`src/include/rvseed_config.svh`:
```
`ifndef RVSEED_CONFIG_SVH
`define RVSEED_CONFIG_SVH

// datapath width of the RV64 core
`define RVSEED_XLEN 64

// micro-op queue entries between decoder and executor
`define RVSEED_FIFO_DEPTH 4

// architectural integer registers
`define RVSEED_NUM_REGS 32

// data memory size in doublewords
`define RVSEED_DMEM_WORDS 16

`endif

```
`src/hw/rvseed_pkg.sv`:
```
`include "rvseed_config.svh"

package rvseed_pkg;

    typedef logic [`RVSEED_XLEN-1:0] xlen_t;
    typedef logic [31:0] inst_t;
    typedef logic [4:0] reg_idx_t;
    typedef logic [3:0] alu_op_t;
    typedef logic [1:0] mem_size_t;

    localparam alu_op_t ALU_ADD  = 4'b0011;
    localparam alu_op_t ALU_SUB  = 4'b0100;
    localparam alu_op_t ALU_ADDW = 4'b0101;
    localparam alu_op_t ALU_SLTU = 4'b1001;
    localparam alu_op_t ALU_SRA  = 4'b0110;
    localparam alu_op_t ALU_AND  = 4'b0111;
    localparam alu_op_t ALU_XOR  = 4'b1000;
    localparam alu_op_t ALU_SLL  = 4'b1010;
    localparam alu_op_t ALU_REMU = 4'b1011;

    // load size follows the log2 byte count of the funct3 encoding
    localparam mem_size_t SIZE_B = 2'd0;
    localparam mem_size_t SIZE_W = 2'd2;
    localparam mem_size_t SIZE_D = 2'd3;

    typedef struct packed {
        alu_op_t   alu_op;
        reg_idx_t  rs1;
        reg_idx_t  rs2;
        reg_idx_t  rd;
        xlen_t     imm;
        logic      use_imm;  // second operand is imm instead of rs2
        logic      wr_en;    // never set when rd is x0
        logic      is_load;
        logic      is_store;
        mem_size_t mem_size;
    } uop_t;

    typedef struct packed {
        reg_idx_t rd;
        xlen_t    data;
    } wb_t;

    typedef enum logic {
        EXEC_IDLE,
        EXEC_RUN
    } exec_state_e;

endpackage

```
`src/hw/uop_fifo.sv`:
```
`timescale 1ns/1ps
`include "rvseed_config.svh"

module uop_fifo (
    input  logic             clk,
    input  logic             rst_n,
    input  logic             push,
    input  rvseed_pkg::uop_t push_data,
    input  logic             pop,
    output rvseed_pkg::uop_t head,
    output logic             empty,
    output logic             full
);

    localparam int DEPTH = `RVSEED_FIFO_DEPTH;
    localparam int PTR_W = (DEPTH > 1) ? $clog2(DEPTH) : 1;
    localparam int CNT_W = $clog2(DEPTH + 1);

    rvseed_pkg::uop_t mem [DEPTH];
    logic [PTR_W-1:0] wr_ptr;
    logic [PTR_W-1:0] rd_ptr;
    logic [CNT_W-1:0] count;

    assign head  = mem[rd_ptr];
    assign empty = (count == '0);
    assign full  = (count >= CNT_W'(DEPTH - 1));  // one slot kept for the uop still in the decoder

    always_ff @(posedge clk) begin
        if (push) begin
            mem[wr_ptr] <= push_data;
        end
    end

    always_ff @(posedge clk or negedge rst_n) begin
        if (!rst_n) begin
            wr_ptr <= '0;
            rd_ptr <= '0;
            count  <= '0;
        end else begin
            if (push) begin
                wr_ptr <= (wr_ptr == PTR_W'(DEPTH - 1)) ? '0 : wr_ptr + 1'b1;
            end
            if (pop) begin
                rd_ptr <= (rd_ptr == PTR_W'(DEPTH - 1)) ? '0 : rd_ptr + 1'b1;
            end
            count <= count + CNT_W'(push) - CNT_W'(pop);
        end
    end

    // the source honours full, so the decoder can never overrun the last slot
    a_no_overflow: assert property (@(posedge clk) disable iff (!rst_n)
        push |-> (count < CNT_W'(DEPTH)) || pop);

    a_no_underflow: assert property (@(posedge clk) disable iff (!rst_n)
        pop |-> !empty);

endmodule

```
`config.mk`:
```
export PLATFORM = sky130hd
export DESIGN_NAME = uop_fifo
export DESIGN_NICKNAME = d
export VERILOG_FILES = /design/src/hw/rvseed_pkg.sv /design/src/hw/uop_fifo.sv
export VERILOG_INCLUDE_DIRS = /design/src /design/src/include
export SDC_FILE = /design/constraint.sdc
export NUM_CORES = 1
export LEC_CHECK = 0
export ABC_AREA = 0
export BUFFER_PORTS_ARGS = -buffer_cell sky130_fd_sc_hd__buf_2
export CAP_MARGIN = 40
export CORE_ASPECT_RATIO = 1.2
export CORE_UTILIZATION = 55
export CTS_BUF_LIST = sky130_fd_sc_hd__clkbuf_2 sky130_fd_sc_hd__clkbuf_4 sky130_fd_sc_hd__clkbuf_8
export DETAILED_ROUTE_END_ITERATION = 10
export MAX_ROUTING_LAYER = met4
export PLACE_DENSITY_LB_ADDON = 0.3
export SETUP_SLACK_MARGIN = 0.5
export SYNTH_ARGS = -nofsm -noshare
export SYNTH_HDL_FRONTEND = slang
export SYNTH_SLANG_ARGS = --single-unit
```
`constraint.sdc`:
```
create_clock -name clk -period 3.6 [get_ports clk]
set_input_delay 0.54 -clock clk [delete_from_list [all_inputs] [get_ports clk]]
set_output_delay 0.54 -clock clk [all_outputs]
set_load 0.1 [all_outputs]
```
==> results of run 1 <==
## cell families after synthesis
group	count (synthesis)
AO/OA/AOI/OAI	3
XOR/XNOR	1
adder cells (fa/ha/maj)	9
buffers and inverters	27
flip-flops	363
multiplexers	91
AND/OR/NAND/NOR	9
## final timing paths
check / start / to / slack (ns) / depth (start not counted)
max: rd_ptr[1] / head[38] / 0.66 / 3
min: push_data[21] / mem[3][21] / 0.18 / 1
max reg2reg: wr_ptr[0] / mem[2][6] / 1.62 / 4
min reg2reg: wr_ptr[0] / wr_ptr[0] / 0.65 / 2
max in group asynchronous: rst_n / rd_ptr[1] / 3.05 / 2
min in group asynchronous: rst_n / rd_ptr[0] / 0.35 / 2
## cells in the mapped netlist (all sizes together)
master and count:
and2 4, buf 19, clkbuf 1, dfrtp 7, edfxtp 356, fa 1, ha 8, inv 7
mux2 2, mux4 89, nand2 2, nor2 1, nor3 1, o21ai 3, or3b 1, xor2 1
## state kept, by name, indices dropped and copies added (netlist names)
register,flops
count,3
mem,356
rd_ptr,2
wr_ptr,2
## cell type report
type | instances | share of cell area [%]
Antenna cell | 5 | 0.0798
Clock buffer | 84 | 6.26
Clock inverter | 14 | 0.399
Inverter | 7 | 0.168
Multi-Input combinational cell | 113 | 14.2
Sequential cell | 363 | 69.4
Tap cell | 320 | 2.55
Timing Repair Buffer | 194 | 6.94
## metal layers
metal	GRT usage (%)	share of wire, %	up-vias
met1	23.7	39	3147
met3	5.10	5.8	42
met4	7.76	2.6	0
met2	33.9	53	181
met5	-	0	-
li1	-	-	2636
## through the flow
stage	utilization, %	worst slack (ns)
after floorplan	-	0.547
after global placement	61.1	1.20
after detailed placement	61.1	1.18
after CTS	65.6	0.562
after global routing	65.6	0.525
final	65.6	0.655
==> metrics.md, run 1 <==
| Metric | Value |
|---|---|
| Status | `finished clean` |
| Yosys warnings | `0` |
| Max-cap violations | `0` |
| CTS Hold Bufs | `1` |
| Synth Area in Adders | `0.900%` |
| Top delay family on crit path | `flip-flops` |
| Final TNS setup | `0 ns` |
| Syn Std Cell Area | `13,400 um^2` |
| Mux contribution to synthesized area | `15.2%` |
| Total grt overflow | `0` |
| Fmax | `340 MHz` |
| RePlAce Congestion | `0.709` |
| Avg WL per Cell | `21.2 um` |
| Area Overhead vs Synth | `17.4%` |
| Drt total wl | `23,400 um` |
| Post-synthesis sequential area ratio | `81.4%` |
| Worst-margin pin slew | `0.582 ns` |
| Worst Skew | `0.0134 ns` |
| CTS tree | `built` |
| Post-CTS setup buffers | `0` |
| Seq cells post-synth | `363` |
| Antenna violations before repair | `5` |
| CTS Sinks | `363` |
| Setup CP Type | `reg2out` |
| Slowest-stage cell, CP | `dfrtp_4` |
| Full die area | `24,900 um^2` |
| CP peak stage delay | `0.77 ns` |
| Compound-Gate Fraction of Synth Area | `0.112%` |
| Initial Util | `55.9%` |
| Post-Syn Area per Cell | `26.5 um^2` |
| Die width | `144 um` |
| Hold Violations, Final | `0` |
| Critical path cell sequence | `buf_12, mux4_2, buf_2` |
| Fin cells | `1,100` |
| Slew HR | `61.2%` |
| DRT Pass-1 Iters | `4` |
| Root buf cell | `clkbuf_8` |
| Post-DP HPWL | `14,400 um` |
| CP Launch Type | `flip-flop` |
| Placed cells | `996` |
| Unrepaired setup endpoints after global routing | `false` |
| Critical Path RT | `3.06 ns` |
| Critical path arrival | `2.40 ns` |
| Die Ht | `173 um` |
| Final Cell Area | `15,700 um^2` |
| XOR/XNOR Fraction of Synth Area | `0.0656%` |
| Max Root-Sink Buffers | `3` |
| Number of global-route vias before repair | `6,483` |
| Row count | `62` |
| Commonest cells after routing, fill and taps aside | `edfxtp_1, buf_2, mux4_2, clkbuf_8, clkbuf_4` |
| Fin crit share | `81.8%` |
| DRC violations left | `0` |
| Final setup violation count | `0` |
| Buffers and inverters on the worst path | `2` |
| Fin crit period | `2.94 ns` |
| H-tree Lvls | `2` |
| CP max FO | `45` |
| First-pass GRT wire length | `36,000 um` |
| Tot GR Track Use | `20.3%` |
| Starting DRT DRC Count | `296` |
| Post-cts resize count | `0` |
| Yosys cell types | `18` |
| Worst setup EP type | `primary output` |
| WHS | `0.184 ns` |
| Area of the multi-input gates | `2230 um^2` |
| Layout cell share with drive strength beyond 1 | `48.9%` |
| Synth top area cells | `edfxtp_1, mux4_2, buf_12, dfrtp_1, ha_1` |
| Synth Instances | `503` |
| Worst-path clk slew | `0.06 ns` |
| # port buffers | `183` |
| Post-DP Area | `14,600 um^2` |
| Syn_nets | `605` |
| CTS buffer count | `53` |
| Synth top area share | `80.1%` |
| Nets | `834` |
| HP Class | `in2reg` |
| Vias | `6,006` |
| Synth area leader | `edfxtp_1` |
| Core ar. | `23,900 um^2` |
| Skew-Pair Late Insertion Delay | `0.57 ns` |
| Post-DR vias/cell | `5.46` |
| Most common cell after layout, fill and taps aside | `edfxtp_1` |
| Largest family of logic cells by synthesized area | `multiplexers` |
| Antenna Nets Post-Route | `0` |
| Largest net degree at the start of global routing | `56` |
| Post-Synth Simple-Gate Area | `0.375%` |
| Fillers | `1,616` |
| I/O pin count | `184` |
| Slew Limit Fails | `0` |
| Reg area | `10,900 um^2` |
Power of run 1 is left out: the tool's default activity adds up to more than one toggle a clock period on the data nets, which glitch-free logic cannot reach.
==> run 2: changes to the inputs <==
--- a/config.mk
+++ b/config.mk
@@ -10,7 +10,7 @@
 export BUFFER_PORTS_ARGS = -buffer_cell sky130_fd_sc_hd__buf_2
 export CAP_MARGIN = 40
 export CORE_ASPECT_RATIO = 1.2
-export CORE_UTILIZATION = 55
+export CORE_UTILIZATION = 53
 export CTS_BUF_LIST = sky130_fd_sc_hd__clkbuf_2 sky130_fd_sc_hd__clkbuf_4 sky130_fd_sc_hd__clkbuf_8
 export DETAILED_ROUTE_END_ITERATION = 10
 export MAX_ROUTING_LAYER = met4
==> constraint.sdc (replaced) <==
create_clock -name clk -period 2.4 [get_ports clk]
set_input_delay 0.36 -clock clk [delete_from_list [all_inputs] [get_ports clk]]
set_output_delay 0.36 -clock clk [all_outputs]
set_load 0.1 [all_outputs]
==> metrics.md, run 2 (synthesis results as in run 1) <==
| Metric | Value |
|---|---|
| Drt total wl | `26,600 um` |
| Avg WL per Cell | `21.9 um` |
| Full die area | `25,800 um^2` |
| Starting DRT DRC Count | `381` |
| DRC violations left | `0` |
| Reg area | `10,900 um^2` |
| Critical path arrival | `2.12 ns` |
| Fin crit share | `103%` |
| Post-DP HPWL | `15,500 um` |
| DRT Pass-1 Iters | `4` |
| Nets | `948` |
| Largest regs | `mem x356, count x3` |
| CP peak stage delay | `0.56 ns` |
| RePlAce Congestion | `0.771` |
| Area Overhead vs Synth | `33.1%` |
| Slew HR | `66.9%` |
| Critical path cell sequence | `buf_12, buf_12, mux4_2, buf_6` |
| Worst-margin pin slew | `0.496 ns` |
| Reg with most FFs | `mem` |
| Worst-path clk slew | `0.06 ns` |
| Layout cell share with drive strength beyond 1 | `45.6%` |
| Unrepaired setup endpoints after global routing | `true` |
| Commonest cells after routing, fill and taps aside | `edfxtp_1, buf_2, mux4_2, dlygate4sd3_1, clkbuf_8` |
| Max-cap violations | `0` |
| Routed met3 length | `1650 um` |
| Worst setup EP type | `primary output` |
| CTS Sinks | `363` |
| I/O pin count | `184` |
| Met2 Wirelength | `14,300 um` |
| First-pass GRT wire length | `40,100 um` |
| Post-DP Area | `15,200 um^2` |
| Max Root-Sink Buffers | `3` |
| Worst setup margin | `-0.0792 ns` |
| CTS buffer count | `54` |
| Fmax | `403 MHz` |
| Buffers and inverters on the worst path | `3` |
| Tot GR Track Use | `21.7%` |
| Top delay family on crit path | `multiplexers` |
| Die Ht | `176 um` |
| Violated checks | `setup timing` |
| Final Cell Area | `17,800 um^2` |
| Core ar. | `24,800 um^2` |
| Setup CP Type | `reg2out` |
| # port buffers | `183` |
| CTS tree | `built` |
| CP Launch Type | `flip-flop` |
| CP max FO | `12` |
| Slowest-stage cell, CP | `mux4_2` |
| Root buf cell | `clkbuf_8` |
| HP Class | `in2reg` |
| Final setup violation count | `80` |
| Fin crit period | `2.48 ns` |
| Row count | `63` |
| Number of global-route vias before repair | `7,179` |
| Hold Violations, Final | `0` |
| Most common cell after layout, fill and taps aside | `edfxtp_1` |
| Die width | `147 um` |
| Uppermost routed layer | `met4` |
| Status | `finished, violations left` |
| Final TNS setup | `-2.32 ns` |
| Vias | `6,528` |
| Antenna Nets Post-Route | `0` |
| Post-DR vias/cell | `5.37` |
| Largest register FFs | `356` |
| Worst Skew | `0.0193 ns` |
| H-tree Lvls | `2` |
| Slew Limit Fails | `0` |
| Initial Util | `53.9%` |
| Antenna violations before repair | `1` |
| Most common cell on crit path | `buf_12` |
| Fillers | `1,443` |
| Area of the multi-input gates | `2270 um^2` |
| Critical Path RT | `2.04 ns` |
| Total grt overflow | `0` |
| Skew-Pair Late Insertion Delay | `0.57 ns` |
| DRT met1 WL | `10,000 um` |
| Largest net degree at the start of global routing | `40` |
| Pre-CTS setup slack | `0.197 ns` |
## run 2: changes by cell type in the layout (fill, tap and decap cells not counted), sizes merged
| cell | change |
|---|---|
| buf | +24 |
| inv | +1 |
| diode | -4 |
| and2 | +1 |
| clkinvlp | +1 |
| dlygate4sd3 | +87 |
| clkinv | +8 |
| bufinv | +3 |
| clkbuf | -11 |
## run 2: layer usage
layer  global-route usage (%)  vias up
li1                         -     2869
met1                     25.7     3353
met2                     36.9      248
met3                     4.42       58
met4                     7.99        0
met5                        -        -
## run 2: worst paths after layout
kind                       slack [ns]          start  cells after the start         end
min reg2reg                      0.65      wr_ptr[0]                      2   wr_ptr[0]
max reg2reg                      0.61      wr_ptr[0]                      4  mem[0][54]
max                             -0.08      rd_ptr[0]                      4    head[29]
max in group asynchronous        2.07          rst_n                      2   rd_ptr[1]
min in group asynchronous        0.15          rst_n                      2   wr_ptr[0]
min                              0.03  push_data[51]                      1  mem[3][51]
## run 2: layout make-up
type	count	share of cell area, %
sequential	363	61.2
clock buffer	72	4.94
clock inverter	27	1.13
inverter	7	0.148
timing repair buffer	306	17.6
multi-input combinational	114	12.8
tap	325	2.29
antenna	1	0.0141
## run 2: metrics by stage
step	utilization, %	instances	hold WS (ns)
floorplan	-	503	0.0644
global placement	61.3	1015	0.200
detailed placement	61.3	1015	0.205
CTS	71.2	1205	0.0000727
global route	71.8	1215	0.00354
finish	71.8	1215	0.0265
## run 2: timing repair
| action | in CTS | in global routing |
|---|---|---|
| cloned | 1 | 2 |
| buffers inserted | 7 | 2 |
| hold buffers | 83 | 5 |
| resized for setup | 139 | 11 |
| endpoints found under the hold margin | 330 | 12 |
| setup endpoints to repair | 91 | 109 |
| pin swaps | 2 | 1 |
## run 2: worst reg2reg max path, cell delays in order (launching register included)
cell and delay [ns]:
dfrtp_1 0.41, inv_1 0.11, ha_1 0.15, and2_4 0.44, buf_12 0.33
Power of run 2 is left out for the same reason.
==> run 3: changes to the inputs <==
==> constraint.sdc (replaced) <==
create_clock -name clk -period 2.4 [get_ports clk]
set_input_delay 0.36 -clock clk [delete_from_list [all_inputs] [get_ports clk]]
set_output_delay 0.36 -clock clk [all_outputs]
set_load 0.01 [all_outputs]
==> metrics.md, run 3 (synthesis results as in run 1) <==
| Metric | Value |
|---|---|
| Status | `finished, violations left` |
| Violated checks | `setup timing` |
| Critical path cell sequence | `buf_6, buf_12, buf_16, mux4_2, buf_6` |
| Slew Limit Fails | `0` |
| Number of global-route vias before repair | `7,104` |
| CP max FO | `8` |
| Drt total wl | `26,500 um` |
| DRC violations left | `0` |
| Critical Path RT | `2.04 ns` |
| Reg2Reg Depth | `4` |
| Post-DR vias/cell | `5.38` |
| Die width | `147 um` |
| Reg with most FFs | `mem` |
| Hold Violations, Final | `0` |
| Row count | `63` |
| Avg WL per Cell | `22.1 um` |
| Antenna Nets Post-Route | `0` |
| I/O pin count | `184` |
| Skew-Pair Late Insertion Delay | `0.56 ns` |
| GR Util met3 | `4.05%` |
| HP Class | `in2reg` |
| Post-DP HPWL | `14,900 um` |
| Largest regs | `mem x356, count x3` |
| Layout cell share with drive strength beyond 1 | `46.3%` |
| Met1 GRT Util | `25.0%` |
| Pre-CTS setup slack | `0.344 ns` |
| Largest register FFs | `356` |
| Final setup violation count | `36` |
| Die Ht | `176 um` |
| Worst setup EP type | `primary output` |
| Fin cells | `1,201` |
| CTS buffer count | `54` |
| WHS Path Cells | `1` |
| CTS Sinks | `363` |
| First-pass GRT wire length | `38,900 um` |
| Worst setup margin | `-0.0409 ns` |
| Fin crit period | `2.44 ns` |
| WHS | `0.0256 ns` |
| GR peak layer | `met2` |
| Fin crit share | `102%` |
| Power Density | `1190 nW/um^2` |
| CTS tree | `built` |
| Initial Util | `53.9%` |
| # port buffers | `183` |
| Worst-margin pin slew | `0.420 ns` |
| Commonest cells after routing, fill and taps aside | `edfxtp_1, buf_2, mux4_2, buf_6, dlygate4sd3_1` |
| Leakage | `6.12 nW` |
| Worst Skew | `0.00837 ns` |
| Full die area | `25,800 um^2` |
| Max Root-Sink Buffers | `3` |
| Peak supply drop | `0.857 mV` |
| Most common cell after layout, fill and taps aside | `edfxtp_1` |
| Worst-path clk slew | `0.06 ns` |
| Starting DRT DRC Count | `340` |
| Most common cell on crit path | `buf_6` |
| Max-cap violations | `0` |
| Largest net degree at the start of global routing | `52` |
| Slew HR | `72.0%` |
| Fillers | `1,526` |
| Tot GR Track Use | `20.9%` |
| Fmax | `410 MHz` |
| Nets | `937` |
| Slowest-stage cell, CP | `dfrtp_4` |
| Global routing usage on met2 | `36.0%` |
| CP Launch Type | `flip-flop` |
| H-tree Lvls | `2` |
| Unrepaired setup endpoints after global routing | `true` |
| Critical path arrival | `2.08 ns` |
| Root buf cell | `clkbuf_8` |
| Setup CP Type | `reg2out` |
| Total grt overflow | `0` |
| RePlAce Congestion | `0.742` |
| DRT Pass-1 Iters | `4` |
| Area Overhead vs Synth | `30.4%` |
| Vias | `6,462` |
| Core ar. | `24,800 um^2` |
| Antenna violations before repair | `3` |
| Final core utilization | `70.4%` |
| Placed cells | `1,007` |
| CP peak stage delay | `0.52 ns` |
-- run 3: final timing paths --
path / startpoint / endpoint / slack (ns)
max in group asynchronous: rst_n / rd_ptr[1] / 2.05
max: rd_ptr[0] / head[27] / -0.04
min in group asynchronous: rst_n / wr_ptr[0] / 0.17
min reg2reg: wr_ptr[1] / wr_ptr[1] / 0.66
min: push_data[4] / mem[3][4] / 0.03
max reg2reg: wr_ptr[0] / mem[2][33] / 0.65
-- run 3: where the power goes --
part / leakage, nW / internal, mW / switching [mW]
Sequential: 3.35 / 8.13 / 0.298
Combinational: 2.25 / 4.35 / 3.36
Clock: 0.517 / 2.36 / 2.14
-- run 3: metrics by stage --
step	TNS [ns]	area [um^2]	total power [mW]
after floorplan	0	13400	12.2
after global placement	0	14700	13.9
after detailed placement	0	14700	14.1
after CTS	-1.56	17100	20.3
after global routing	-4.95	17400	21.5
final	-0.398	17400	20.6
-- run 3: cell type report --
type | count | area (um^2) | share of cell area [%]
flip-flops and latches | 363 | 10900 | 62.4
multi-input cells | 113 | 2240 | 12.9
clock inverters | 23 | 110 | 0.632
clock buffers | 71 | 871 | 5.00
well taps | 325 | 407 | 2.34
inverters | 7 | 26.3 | 0.151
repair buffers | 296 | 2880 | 16.5
diodes | 3 | 7.51 | 0.0431
-- run 3: timing repair --
action / in CTS / in global routing
endpoints found under the setup margin: 90 / 91
hold buffers: 73 / 0
gates cloned: 5 / 5
hold endpoints to repair: 275 / 0
pin swaps: 1 / 1
buffers inserted: 13 / 1
gates resized for setup: 91 / 23
-- run 3: worst max-delay path: cells and delay by family (launching register included) --
| kind | cells | cell delay [ns] |
|---|---|---|
| mux | 1 | 0.44 |
| buf+inv | 4 | 0.56 |
| flops | 1 | 0.52 |
-- run 3: routing by layer --
metal,share of wire (%),wire (um)
met4,1.7,444
met2,54,14300
met3,4.4,1170
met5,0,0
met1,40,10600
(Power assumes the default switching activity.)
