<file path="src/include/rvseed_config.svh">
`ifndef RVSEED_CONFIG_SVH
`define RVSEED_CONFIG_SVH

// datapath width of the RV64 core
`define RVSEED_XLEN 64

// micro-op queue entries between decoder and executor
`define RVSEED_FIFO_DEPTH 4

// architectural integer registers
`define RVSEED_NUM_REGS 32

// data memory size in doublewords
`define RVSEED_DMEM_WORDS 16

`endif

</file>
<file path="src/hw/rvseed_pkg.sv">
`include "rvseed_config.svh"

package rvseed_pkg;

    typedef logic [`RVSEED_XLEN-1:0] xlen_t;
    typedef logic [31:0] inst_t;
    typedef logic [4:0] reg_idx_t;
    typedef logic [3:0] alu_op_t;
    typedef logic [1:0] mem_size_t;

    localparam alu_op_t ALU_ADD  = 4'b0011;
    localparam alu_op_t ALU_SUB  = 4'b0100;
    localparam alu_op_t ALU_ADDW = 4'b0101;
    localparam alu_op_t ALU_SLTU = 4'b1001;
    localparam alu_op_t ALU_SRA  = 4'b0110;
    localparam alu_op_t ALU_AND  = 4'b0111;
    localparam alu_op_t ALU_XOR  = 4'b1000;
    localparam alu_op_t ALU_SLL  = 4'b1010;
    localparam alu_op_t ALU_REMU = 4'b1011;

    // load size follows the log2 byte count of the funct3 encoding
    localparam mem_size_t SIZE_B = 2'd0;
    localparam mem_size_t SIZE_W = 2'd2;
    localparam mem_size_t SIZE_D = 2'd3;

    typedef struct packed {
        alu_op_t   alu_op;
        reg_idx_t  rs1;
        reg_idx_t  rs2;
        reg_idx_t  rd;
        xlen_t     imm;
        logic      use_imm;  // second operand is imm instead of rs2
        logic      wr_en;    // never set when rd is x0
        logic      is_load;
        logic      is_store;
        mem_size_t mem_size;
    } uop_t;

    typedef struct packed {
        reg_idx_t rd;
        xlen_t    data;
    } wb_t;

    typedef enum logic {
        EXEC_IDLE,
        EXEC_RUN
    } exec_state_e;

endpackage

</file>
<file path="src/hw/inst_decoder.sv">
`timescale 1ns/1ps
`include "rvseed_config.svh"

module inst_decoder (
    input  logic                clk,
    input  logic                rst_n,
    input  logic                inst_valid,
    input  rvseed_pkg::inst_t   inst,
    output logic                uop_valid,
    output rvseed_pkg::uop_t    uop,
    output logic                illegal_inst
);

    localparam logic [6:0] OPC_OP_IMM = 7'b0010011;
    localparam logic [6:0] OPC_OP     = 7'b0110011;
    localparam logic [6:0] OPC_OP_32  = 7'b0111011;
    localparam logic [6:0] OPC_LOAD   = 7'b0000011;
    localparam logic [6:0] OPC_STORE  = 7'b0100011;

    logic [6:0]        opcode;
    logic [2:0]        funct3;
    logic [6:0]        funct7;
    rvseed_pkg::xlen_t imm_i;
    rvseed_pkg::xlen_t imm_s;
    rvseed_pkg::uop_t  dec;
    logic              legal;

    assign opcode = inst[6:0];
    assign funct3 = inst[14:12];
    assign funct7 = inst[31:25];
    assign imm_i  = {{(`RVSEED_XLEN-12){inst[31]}}, inst[31:20]};
    assign imm_s  = {{(`RVSEED_XLEN-12){inst[31]}}, inst[31:25], inst[11:7]};

    always_comb begin
        dec          = '0;
        legal        = 1'b0;
        dec.rs1      = inst[19:15];
        dec.rs2      = inst[24:20];
        dec.rd       = inst[11:7];
        dec.alu_op   = rvseed_pkg::ALU_ADD;  // also the address adder for loads and stores
        dec.mem_size = rvseed_pkg::SIZE_D;
        case (opcode)
            OPC_OP_IMM: begin
                legal       = (funct3 == 3'b000);  // ADDI only
                dec.use_imm = 1'b1;
                dec.imm     = imm_i;
                dec.wr_en   = 1'b1;
            end
            OPC_OP: begin
                legal     = 1'b1;
                dec.wr_en = 1'b1;
                case ({funct7, funct3})
                    10'b0000000_000: dec.alu_op = rvseed_pkg::ALU_ADD;
                    10'b0100000_000: dec.alu_op = rvseed_pkg::ALU_SUB;
                    10'b0000000_001: dec.alu_op = rvseed_pkg::ALU_SLL;
                    10'b0000000_011: dec.alu_op = rvseed_pkg::ALU_SLTU;
                    10'b0000000_100: dec.alu_op = rvseed_pkg::ALU_XOR;
                    10'b0100000_101: dec.alu_op = rvseed_pkg::ALU_SRA;
                    10'b0000000_111: dec.alu_op = rvseed_pkg::ALU_AND;
                    10'b0000001_111: dec.alu_op = rvseed_pkg::ALU_REMU;
                    default:         legal = 1'b0;
                endcase
            end
            OPC_OP_32: begin
                legal      = ({funct7, funct3} == 10'b0000000_000);  // ADDW only
                dec.alu_op = rvseed_pkg::ALU_ADDW;
                dec.wr_en  = 1'b1;
            end
            OPC_LOAD: begin
                dec.use_imm = 1'b1;
                dec.imm     = imm_i;
                dec.wr_en   = 1'b1;
                dec.is_load = 1'b1;
                case (funct3)
                    3'b100: begin
                        legal        = 1'b1;
                        dec.mem_size = rvseed_pkg::SIZE_B;
                    end
                    3'b110: begin
                        legal        = 1'b1;
                        dec.mem_size = rvseed_pkg::SIZE_W;
                    end
                    3'b011:  legal = 1'b1;
                    default: legal = 1'b0;
                endcase
            end
            OPC_STORE: begin
                legal        = (funct3 == 3'b011);  // SD only
                dec.use_imm  = 1'b1;
                dec.imm      = imm_s;
                dec.is_store = 1'b1;
            end
            default: legal = 1'b0;
        endcase
        if (dec.rd == '0) begin
            dec.wr_en = 1'b0;  // the executor relies on this and never checks rd again
        end
    end

    always_ff @(posedge clk or negedge rst_n) begin
        if (!rst_n) begin
            uop_valid    <= 1'b0;
            illegal_inst <= 1'b0;
            uop          <= '0;
        end else begin
            uop_valid    <= inst_valid && legal;
            illegal_inst <= inst_valid && !legal;
            if (inst_valid) begin
                uop <= dec;
            end
        end
    end

endmodule

</file>
<file path="config.mk">
export PLATFORM = sky130hd
export DESIGN_NAME = inst_decoder
export DESIGN_NICKNAME = d
export VERILOG_FILES = /design/src/hw/rvseed_pkg.sv /design/src/hw/inst_decoder.sv
export VERILOG_INCLUDE_DIRS = /design/src /design/src/include
export SDC_FILE = /design/constraint.sdc
export NUM_CORES = 1
export LEC_CHECK = 0
export BUFFER_PORTS_ARGS = -buffer_cell sky130_fd_sc_hd__buf_4
export CAP_MARGIN = 5
export CORE_UTILIZATION = 44
export CTS_CLUSTER_DIAMETER = 50
export CTS_CLUSTER_SIZE = 25
export DETAILED_ROUTE_END_ITERATION = 6
export PLACE_DENSITY = 0.87
export SYNTH_ARGS = -nofsm -noshare
export SYNTH_HDL_FRONTEND = slang
export SYNTH_SLANG_ARGS = --single-unit
export TNS_END_PERCENT = 10
</file>
<file path="constraint.sdc">
create_clock -name clk -period 1.9 [get_ports clk]
set_input_delay 0.38 -clock clk [delete_from_list [all_inputs] [get_ports clk]]
set_output_delay 0.38 -clock clk [all_outputs]
set_load 0.02 [all_outputs]
</file>
==> results by group, run 1 <==
Route
  • Antenna Nets Post-Route: 0
  • DRT iter0 DRCs: 129
  • Drt first pass iters: 4
  • DRC viols: 0
  • Vias: 1816
  • Post-Route WL: 5281 um
  • DR WL/cell: 14.71 um
  • Detailed-route vias per instance: 5.058

Placed design
  • I/O Buffers: between 100 and 150
  • DP Area: 2869 um^2
  • RePlAce Congestion: 0.8862
  • Final HPWL DP: 3954 um

Critical path
  • Buf/Inv on CP: 2
  • CP Max Fanout: 54
  • Peak per-stage delay on the critical path: 0.39 ns
  • WP data required: 1.52 ns
  • Cell Chain, Critical Path: buf_4 -> buf_4
  • CP Capture Type: output pin
  • Critical path launch point type: flip-flop
  • WP data arrival: roughly 1.2 ns
  • Critical-path top delay cell: buf_4
  • CP Class: flip-flop to output pin
  • CP top delay family: buffers and inverters
  • CP dominant cell by count: buf_4

Yosys
  • Post-synth top area share: 43.31%
  • Post-Synthesis Cell Area: 2253 um^2
  • Sequential element share of the synthesized area: 43.31%
  • Area leader, netlist: dfrtp_1
  • Number of flops mapped to enable cells by yosys: 0
  • Synth Instances: 218
  • Top_reg_cell synth: dfrtp_1
  • Number of synthesized register bits: 39
  • Synth Net Count: 253
  • Unique masters post-synth: 49
  • Syn. warnings: 0
  • Synth top area cells: dfrtp_1, buf_4, mux2_2
  • Post-synthesis async set-or-reset flop share: 100.0%
  • Synthesized area per cell: about 10 um^2

Cells and area
  • Most frequent cells in the layout: buf_4, dfrtp_1, nor2_1, mux2_2
  • Layout Nets: 326
  • # fillers: 422
  • Layout area overhead: 30.93%
  • Design area: 2950 um^2
  • Leading cell type in the layout, fill and taps excluded: buf_4
  • Layout cells sized above 1: a little over half
  • ANT cells: 0

Power and ir drop
  • Power Density: ~600 nW/um^2
  • Worst vdd ir: 0.0005031 V
  • LEAKAGE: 1.497 nW

Worst hold path
  • Tightest Hold Check Type: input port to async pin

CTS
  • Post-CTS Hold Buffers: 0
  • Clock slew at reported path FFs: about 0.070 ns
  • Worst-case clock buffer depth: 2
  • CTS tree: yes
  • Resized cells post-CTS: 0
  • H-tree depth: 2
  • Root buf cell: clkbuf_8
  • Setup Buffers After CTS: 0
  • Worst-skew pair later-pin latency: 0.28 ns
  • Clock Sinks: 39
  • CTS Buf Count: 5

STA
  • Actual slew at the worst max-slew pin: 0.4807 ns
  • Fin crit share: around 85%
  • Final setup skew: 0 ns
  • Fmax: 617.4 MHz
  • Rel. slew slack: about two thirds
  • Final hold violation count: 0
  • Max Slew Vio Count: 0
  • Setup TNS: 0 ns
  • Post-layout min period: 1.620 ns
  • Hold slack: 0.05026 ns
  • Setup Viol. Count Final: 0
  • RSZ-0062 raised after global routing: false

Global routing
  • Antenna violations before repair: 0
  • Vias in the first global route: ~1700
  • GRT overflow: 0
  • Tot GR Track Use: 19.96%
  • Largest net degree at the start of global routing: 55
  • Global-route wire length before repair: 8128 um

Die
  • Die Y: 73.57 um
  • Die area: 5412 um^2
  • Core Footprint: 4817 um^2
  • IO Pins: 126
  • Row cnt: 25
  • Initial core utilization: 46.78%
  • Die width: 73.57 um

Status
  • Run status: finished clean

Job
  • Max-Cap Viols: 0
[through the flow]
step / utilization, % / cells / power (W) / worst slack [ns]
finish: 61.25 / 359 / 0.001771 / 0.2803
global route: 61.25 / 359 / 0.001850 / 0.1982
CTS: 61.25 / 359 / 0.001782 / 0.2624
detailed placement: 59.56 / 351 / 0.001258 / 0.08617
global placement: 59.56 / 351 / 0.001249 / 0.1598
floorplan: - / 218 / 0.001090 / 0.01449
[sequential cells by signal (all words and copies together) (netlist names)]
register and count:
illegal_inst 1, uop_valid 1, uop 37
[worst paths after layout]
check,slack (ns),startpoint,to,cells after the start
setup / recovery,0.28,uop[68],uop[39],2
hold / removal,0.05,rst_n,uop[70],1
setup reg to reg,0.88,uop[68],uop[68],2
hold reg to reg,0.50,uop[87],uop[87],1
max in group asynchronous,1.51,rst_n,uop_valid,1
min in group clk,0.32,inst[28],uop[14],2
[cell type report]
| cell class | instances | area [um^2] | share of cell area [%] |
|---|---|---|---|
| Timing Repair Buffer | 129 | 968.4 | 32.82 |
| Sequential cell | 39 | 975.9 | 33.08 |
| Clock buffer | 7 | 76.32 | 2.587 |
| Clock inverter | 1 | 5.005 | 0.1696 |
| Tap cell | 67 | 83.83 | 2.841 |
| Multi-Input combinational cell | 108 | 810.8 | 27.48 |
| Inverter | 8 | 30.03 | 1.018 |
[cells in the mapped netlist (all sizes together) (3+ instances only)]
cell type / n
a221o: 4
nor2: 17
dfrtp: 39
nand4b: 3
a41oi: 3
nand2b: 4
a22o: 7
buf: 57
nand2: 7
mux2: 12
inv: 8
o21ai: 7
clkbuf: 6
a21oi: 4
[cell families after synthesis]
group           Yosys count  share of synthesized area, %
buf+inv                  71                         20.71
mux                      12                         5.997
simple gates             55                         15.60
xor+xnor                  2                        0.7775
compound gates           39                         13.60
flops                    39                         43.31
[worst register-to-register path: stages, from the launching register on]
cell,delay [ns]
dfrtp_1,0.36
buf_4,0.27
a22o_1,0.29
[metal layers]
metal  GRT usage [%]  vias to the layer above  routed length, um
li1                -                      865                  -
met1           24.39                      849               2147
met2           33.03                       91               2603
met3           6.173                       11                440
met4           7.479                        0                 89
met5               0                        -                  0
[report_power, final]
group | internal, W | total, W | switching [W]
sequential | 0.000868 | 0.000888 | 0.0000202
clock | 0.000257 | 0.000531 | 0.000274
combinational | 0.000161 | 0.000352 | 0.000191
Power figures use the tool's default switching activity.
==> run 2: changes to the inputs <==
- ABC_AREA: default -> 1
- clock period: 1.9 -> 1.5 ns (I/O delays scaled with it)
==> run 2 against run 1 <==
The run now ends with negative setup slack left. Global-route usage down 0.12 points. Hold slack better by 0.15 ns. Critical endpoint is now uop[56]. Critical path type unchanged. Critical path depth down 1. Clock skew unchanged. Design area up 1.4%. Total power up 40%. Largest cell class unchanged. Synthesized cell count up 29%. Register-to-register slack worse by 0.35 ns. Highest routed layer unchanged. Combinational power up 24%.
==> results by group, run 2 <==
Global routing
  • Antenna violations before repair: 0
  • Vias in the first global route: approximately 1800
  • GRT overflow: 0
  • Largest net degree at the start of global routing: 55
  • Global-route wire length before repair: 8086 um
  • Tot GR Track Use: 19.84%

Yosys
  • Number of flops mapped to enable cells by yosys: 0
  • Syn. warnings: 0
  • Synth top area cells: dfrtp_1, buf_4, nand2_1
  • Number of synthesized register bits: 39
  • Sequential element share of the synthesized area: 43.70%
  • Top-count cell post-synth: nand2_1
  • Most instantiated cells after synthesis: nand2_1, buf_4, dfrtp_1
  • Synth Net Count: ~320
  • Synth Instances: 282
  • Synthesized area per cell: 7.920 um^2
  • Unique masters post-synth: 22
  • Post-Synthesis Cell Area: 2233 um^2
  • Area leader, netlist: dfrtp_1
  • Post-synthesis async set-or-reset flop share: 100.0%
  • Post-synth top area share: 43.70%
  • Top_reg_cell synth: dfrtp_1

STA
  • Actual slew at the worst max-slew pin: between 0.5 and 0.6 ns
  • Setup Viol. Count Final: between 50 and 60
  • Final hold violation count: 0
  • RSZ-0062 raised after global routing: true
  • Max Slew Vio Count: 0
  • Fin crit share: 102.4%
  • Rel. slew slack: 66.33%
  • Fmax: 651.0 MHz
  • Final setup skew: 0 ns
  • Fin worst setup slack: -0.03600 ns
  • Post-layout min period: 1.536 ns

Cells and area
  • Leading cell type in the layout, fill and taps excluded: buf_4
  • # fillers: 422
  • Biggest register: uop
  • Layout Nets: about 390
  • Final core utilization: just over 60%
  • Max FFs per register: 37
  • Layout cells sized above 1: between 40 and 50%
  • Largest regs: uop: 37 flops, illegal_inst: 1 flops, uop_valid: 1 flops
  • ANT cells: 0
  • Most frequent cells in the layout: buf_4, nand2_1, dfrtp_1, nor2_1, inv_1
  • Layout area overhead: 34.01%

Critical path
  • WP data arrival: about 1.2 ns
  • Peak per-stage delay on the critical path: a little over 0.7 ns
  • WP data required: 1.20 ns
  • CP Max Fanout: 54
  • CP top delay family: flip-flops
  • Levels on crit path: 1
  • Critical-path top delay cell: dfrtp_4
  • Critical path launch point type: flip-flop
  • Cell Chain, Critical Path: buf_4
  • Reg2reg path depth: 2
  • Buf/Inv on CP: 1
  • CP Class: flip-flop to output pin
  • CP Capture Type: output pin

Power and ir drop
  • Switch Pwr: 0.0006586 W
  • LEAKAGE: around 1.7 nW
  • Switching Fraction: 26.61%
  • Sequential power share: a little under half
  • Share of power burned in combinational logic: between 10% and 20%
  • Power Density: 827.1 nW/um^2
  • Worst vdd ir: 0.0004527 V
  • Clk network pwr share: 36.8%
  • Internal: 0.001817 W

Route
  • DRT iter0 DRCs: 121
  • Post-Route WL: 5624 um
  • Detailed-route vias per instance: 4.812
  • DR WL/cell: approximately 13 um
  • Drt first pass iters: 4
  • Vias: 2050
  • Antenna Nets Post-Route: 0
  • DRC viols: 0

Die
  • IO Pins: 126
  • Die area: approximately 5400 um^2
  • Die Y: around 73 um
  • Die width: 73.25 um
  • Row cnt: 25
  • Core Footprint: 4817 um^2
  • Initial core utilization: 46.36%

Placed design
  • Final HPWL DP: 4288 um
  • RePlAce Congestion: 0.8112
  • Post-Place Setup Slack: 0.07919 ns
  • I/O Buffers: between 100 and 150

Worst hold path
  • WHS Path Cells: 3
  • Tightest Hold Check Type: input port to flip-flop

CTS
  • Setup Buffers After CTS: 0
  • CTS tree: yes
  • Worst-skew pair later-pin latency: a little under 0.3 ns
  • Clock Sinks: 39
  • Worst-case clock buffer depth: 2
  • H-tree depth: 2
  • Clock slew at reported path FFs: 0.08 ns
  • Root buf cell: clkbuf_8
  • CTS Buf Count: 5

Status
  • Failing checks: negative setup slack
  • Run status: finished with violations

Job
  • Max-Cap Viols: 0
-- run 2: worst paths after layout --
check / startpoint / slack (ns) / to
max in group asynchronous: rst_n / 0.59 / uop[68]
min reg2reg: uop[73] / 0.48 / uop[73]
min in group asynchronous: rst_n / 0.52 / uop[71]
max reg2reg: uop[68] / 0.53 / uop[68]
max: uop[68] / -0.04 / uop[56]
min: inst[17] / 0.20 / uop[82]
-- run 2: routing by layer --
layer / routed length, um / vias up / global-route usage, %
met5: 0 / - / 0
met4: 189 / 0 / 8.715
met3: 360 / 23 / 3.729
met2: 2788 / 113 / 33.64
met1: 2285 / 935 / 24.52
li1: - / 979 / -
-- run 2: cells by family (layout without fill, tap and decap cells) --
group	Yosys count	after routing	share of synthesized area, %
buffers and inverters	79	156	22.07
and+or+nand+nor	140	140	27.56
AOI/OAI and AO/OA	24	24	6.667
DFF	39	39	43.70
-- run 2: area by class of cell --
| type | instances | area, um^2 | area share [%] |
|---|---|---|---|
| sequential | 39 | 979.7 | 32.73 |
| timing repair buffer | 127 | 968.4 | 32.36 |
| multi-input combinational | 164 | 764.5 | 25.54 |
| tap | 67 | 83.83 | 2.801 |
| clock buffer | 6 | 82.58 | 2.759 |
| inverter | 21 | 78.83 | 2.634 |
| clock inverter | 2 | 35.03 | 1.171 |
-- run 2: power by group through the flow --
stage | Sequential [W] | Combinational [W] | Clock (W)
2_1_floorplan | 0.00121 | 0.000150 | 0
3_3_place_gp | 0.00115 | 0.000422 | 0
3_5_place_dp | 0.00115 | 0.000434 | 0
4_1_cts | 0.00113 | 0.000436 | 0.000924
5_1_grt | 0.00114 | 0.000467 | 0.000979
6_report | 0.00113 | 0.000435 | 0.000910
-- run 2: repair_timing --
item | CTS | global route
hold buffers | 1 | 0
resized for setup | 1 | 0
setup endpoints to repair | 53 | 53
hold endpoints to repair | 39 | 0
-- run 2: worst reg2reg max path: stages (launching register included) --
cell	delay, ns
dfrtp_4	0.67
nand2_1	0.13
o21ai_1	0.06
-- run 2: stage by stage --
step	power (W)	std cells	hold slack [ns]	TNS (ns)	area, um^2
finish	0.002475	426	0.2046	-1.776	2993
global route	0.002584	426	0.2059	-6.136	2993
CTS	0.002490	426	0.1979	-3.032	2993
detailed placement	0.001583	417	0.3079	0	2863
global placement	0.001569	417	0.2932	0	2863
floorplan	0.001357	282	0.004409	0	2235
==> run 3: changes to the inputs <==
- HOLD_SLACK_MARGIN: default -> 0.08
- RECOVER_POWER: default -> 50
==> run 3 against run 2 <==
The run still ends with negative setup slack left. Design area is 0.59% lower. Sequential cell count is the same. Maximum frequency barely moved. Critical path depth stayed put. Sequential power hardly changed. Clock skew unchanged. First-iteration DRC count rose by 9.9%. Setup slack is essentially flat. Hold slack got worse by 0.00069 ns. Critical path type unchanged. Largest power group unchanged.
==> results by group, run 3 (synthesis gave the netlist of run 2 again) <==
Critical path
  • CP top delay family: flip-flops
  • CP Class: flip-flop to output pin
  • Peak per-stage delay on the critical path: approximately 0.7 ns
  • Buf/Inv on CP: 1
  • CP Max Fanout: 54
  • Critical path launch point type: flip-flop
  • WP data required: about 1.2 ns
  • Critical-path top delay cell: dfrtp_4
  • CP Capture Type: output pin
  • Levels on crit path: 1
  • WP data arrival: 1.24 ns
  • Reg2reg path depth: 2
  • Cell Chain, Critical Path: buf_4

Power and ir drop
  • Worst vdd ir: approximately 0.00045 V
  • Power Density: 829.5 nW/um^2
  • LEAKAGE: 1.647 nW

Global routing
  • Met2 track demand over resource: 33.64%
  • Vias in the first global route: 1760
  • Antenna violations before repair: 0
  • GRT overflow: 0
  • Tot GR Track Use: between 10% and 20%
  • Global routing usage on met3: under 10%
  • Global-route wire length before repair: 8086 um
  • Largest net degree at the start of global routing: 55
  • M1 GR Usage: roughly 25%
  • Global route hottest layer: met2

Cells and area
  • Layout cells sized above 1: 43.45%
  • Max FFs per register: 37
  • Footprint of the multi-input gates: between 700 and 800 um^2
  • # fillers: 424
  • FF/Latch Area: 979.7 um^2
  • Biggest register: uop
  • Final core utilization: 61.77%
  • Largest regs: uop: 37 flops, illegal_inst: 1 flops, uop_valid: 1 flops
  • Leading cell type in the layout, fill and taps excluded: buf_4
  • Layout area overhead: 33.22%
  • Most frequent cells in the layout: buf_4, nand2_1, dfrtp_1, nor2_1, inv_1
  • Finished Layout Cells: 426
  • Layout Nets: between 300 and 400
  • ANT cells: 0

STA
  • Post-layout min period: around 1.5 ns
  • Max Slew Vio Count: 0
  • Final setup skew: 0 ns
  • Fin worst setup slack: -0.03580 ns
  • Rel. slew slack: a little over two fifths
  • Setup Viol. Count Final: 53
  • RSZ-0062 raised after global routing: true
  • Fin crit share: 102.4%
  • Final hold violation count: 0
  • Fmax: between 600 and 700 MHz
  • Actual slew at the worst max-slew pin: 0.8755 ns

Die
  • Core Footprint: 4817 um^2
  • Die width: 73.25 um
  • Die area: about 5400 um^2
  • Initial core utilization: 46.36%
  • Die Y: 73.25 um
  • IO Pins: 126
  • Row cnt: 25

Worst hold path
  • WHS Path Cells: 3
  • Tightest Hold Check Type: input port to flip-flop

Placed design
  • I/O Buffers: roughly 130
  • RePlAce Congestion: 0.8112
  • Inst Count DP: 417
  • Post-Place Setup Slack: a little under 0.08 ns
  • Final HPWL DP: 4288 um

Route
  • DRT iter0 DRCs: 133
  • DRC viols: 0
  • Vias: 2038
  • Post-Route WL: 5600 um
  • Antenna Nets Post-Route: 0
  • DR WL/cell: 13.15 um
  • Drt first pass iters: 5
  • Detailed-route vias per instance: 4.784

Status
  • Run status: finished with violations
  • Failing checks: negative setup slack

CTS
  • Clock slew at reported path FFs: 0.08 ns
  • CTS tree: yes
  • Clock Sinks: 39
  • Root buf cell: clkbuf_8
  • Worst-case clock buffer depth: 2
  • H-tree depth: 2
  • CTS Buf Count: 5
  • Worst-skew pair later-pin latency: 0.29 ns

Job
  • Max-Cap Viols: 0
-- run 3: path summary, 6_finish.rpt --
check / startpoint / slack, ns / endpoint
max in group asynchronous: rst_n / 0.18 / uop[68]
min reg2reg: uop[77] / 0.48 / uop[77]
min in group asynchronous: rst_n / 0.67 / uop[7]
max reg2reg: uop[68] / 0.53 / uop[68]
min: inst[17] / 0.20 / uop[82]
max: uop[68] / -0.04 / uop[56]
-- run 3: power by group --
part           total [W]  internal, W  switching, W  leakage [nW]
Clock           0.000910     0.000538      0.000372        0.0612
Combinational   0.000428     0.000174      0.000253          1.09
Sequential       0.00113      0.00110     0.0000318         0.498
-- run 3: repair_timing --
action,in CTS,in global routing
endpoints found under the setup margin,53,53
resized for setup,1,0
hold endpoints to repair,39,0
setup buffers,0,0
hold buffers,1,0
-- run 3: worst register-to-register path: cells and delay by family, from the launching register on --
family          cells  cell delay, ns
flops               1            0.67
simple gates        1            0.13
compound gates      1            0.06
-- run 3: through the flow --
stage               cell area [um^2]  TNS, ns  power, W  hold slack (ns)
global route                    2975   -6.546  0.002577           0.2059
global placement                2863        0  0.001569           0.2932
floorplan                       2235        0  0.001357         0.004409
finish                          2975   -1.765  0.002468           0.2039
detailed placement              2863        0  0.001583           0.3079
CTS                             2993   -3.032  0.002490           0.1979
-- run 3: layer usage --
layer | wire, um | vias up
met5 | 0 | -
met4 | 174 | 0
met3 | 387 | 19
met2 | 2813 | 113
met1 | 2225 | 928
li1 | - | 978
-- run 3: final cells by class --
cell class / instances / area share (%)
Sequential cell: 39 / 32.93
Multi-Input combinational cell: 164 / 25.69
Clock buffer: 6 / 2.775
Tap cell: 67 / 2.817
Timing Repair Buffer: 127 / 31.96
Clock inverter: 2 / 1.177
Inverter: 21 / 2.649
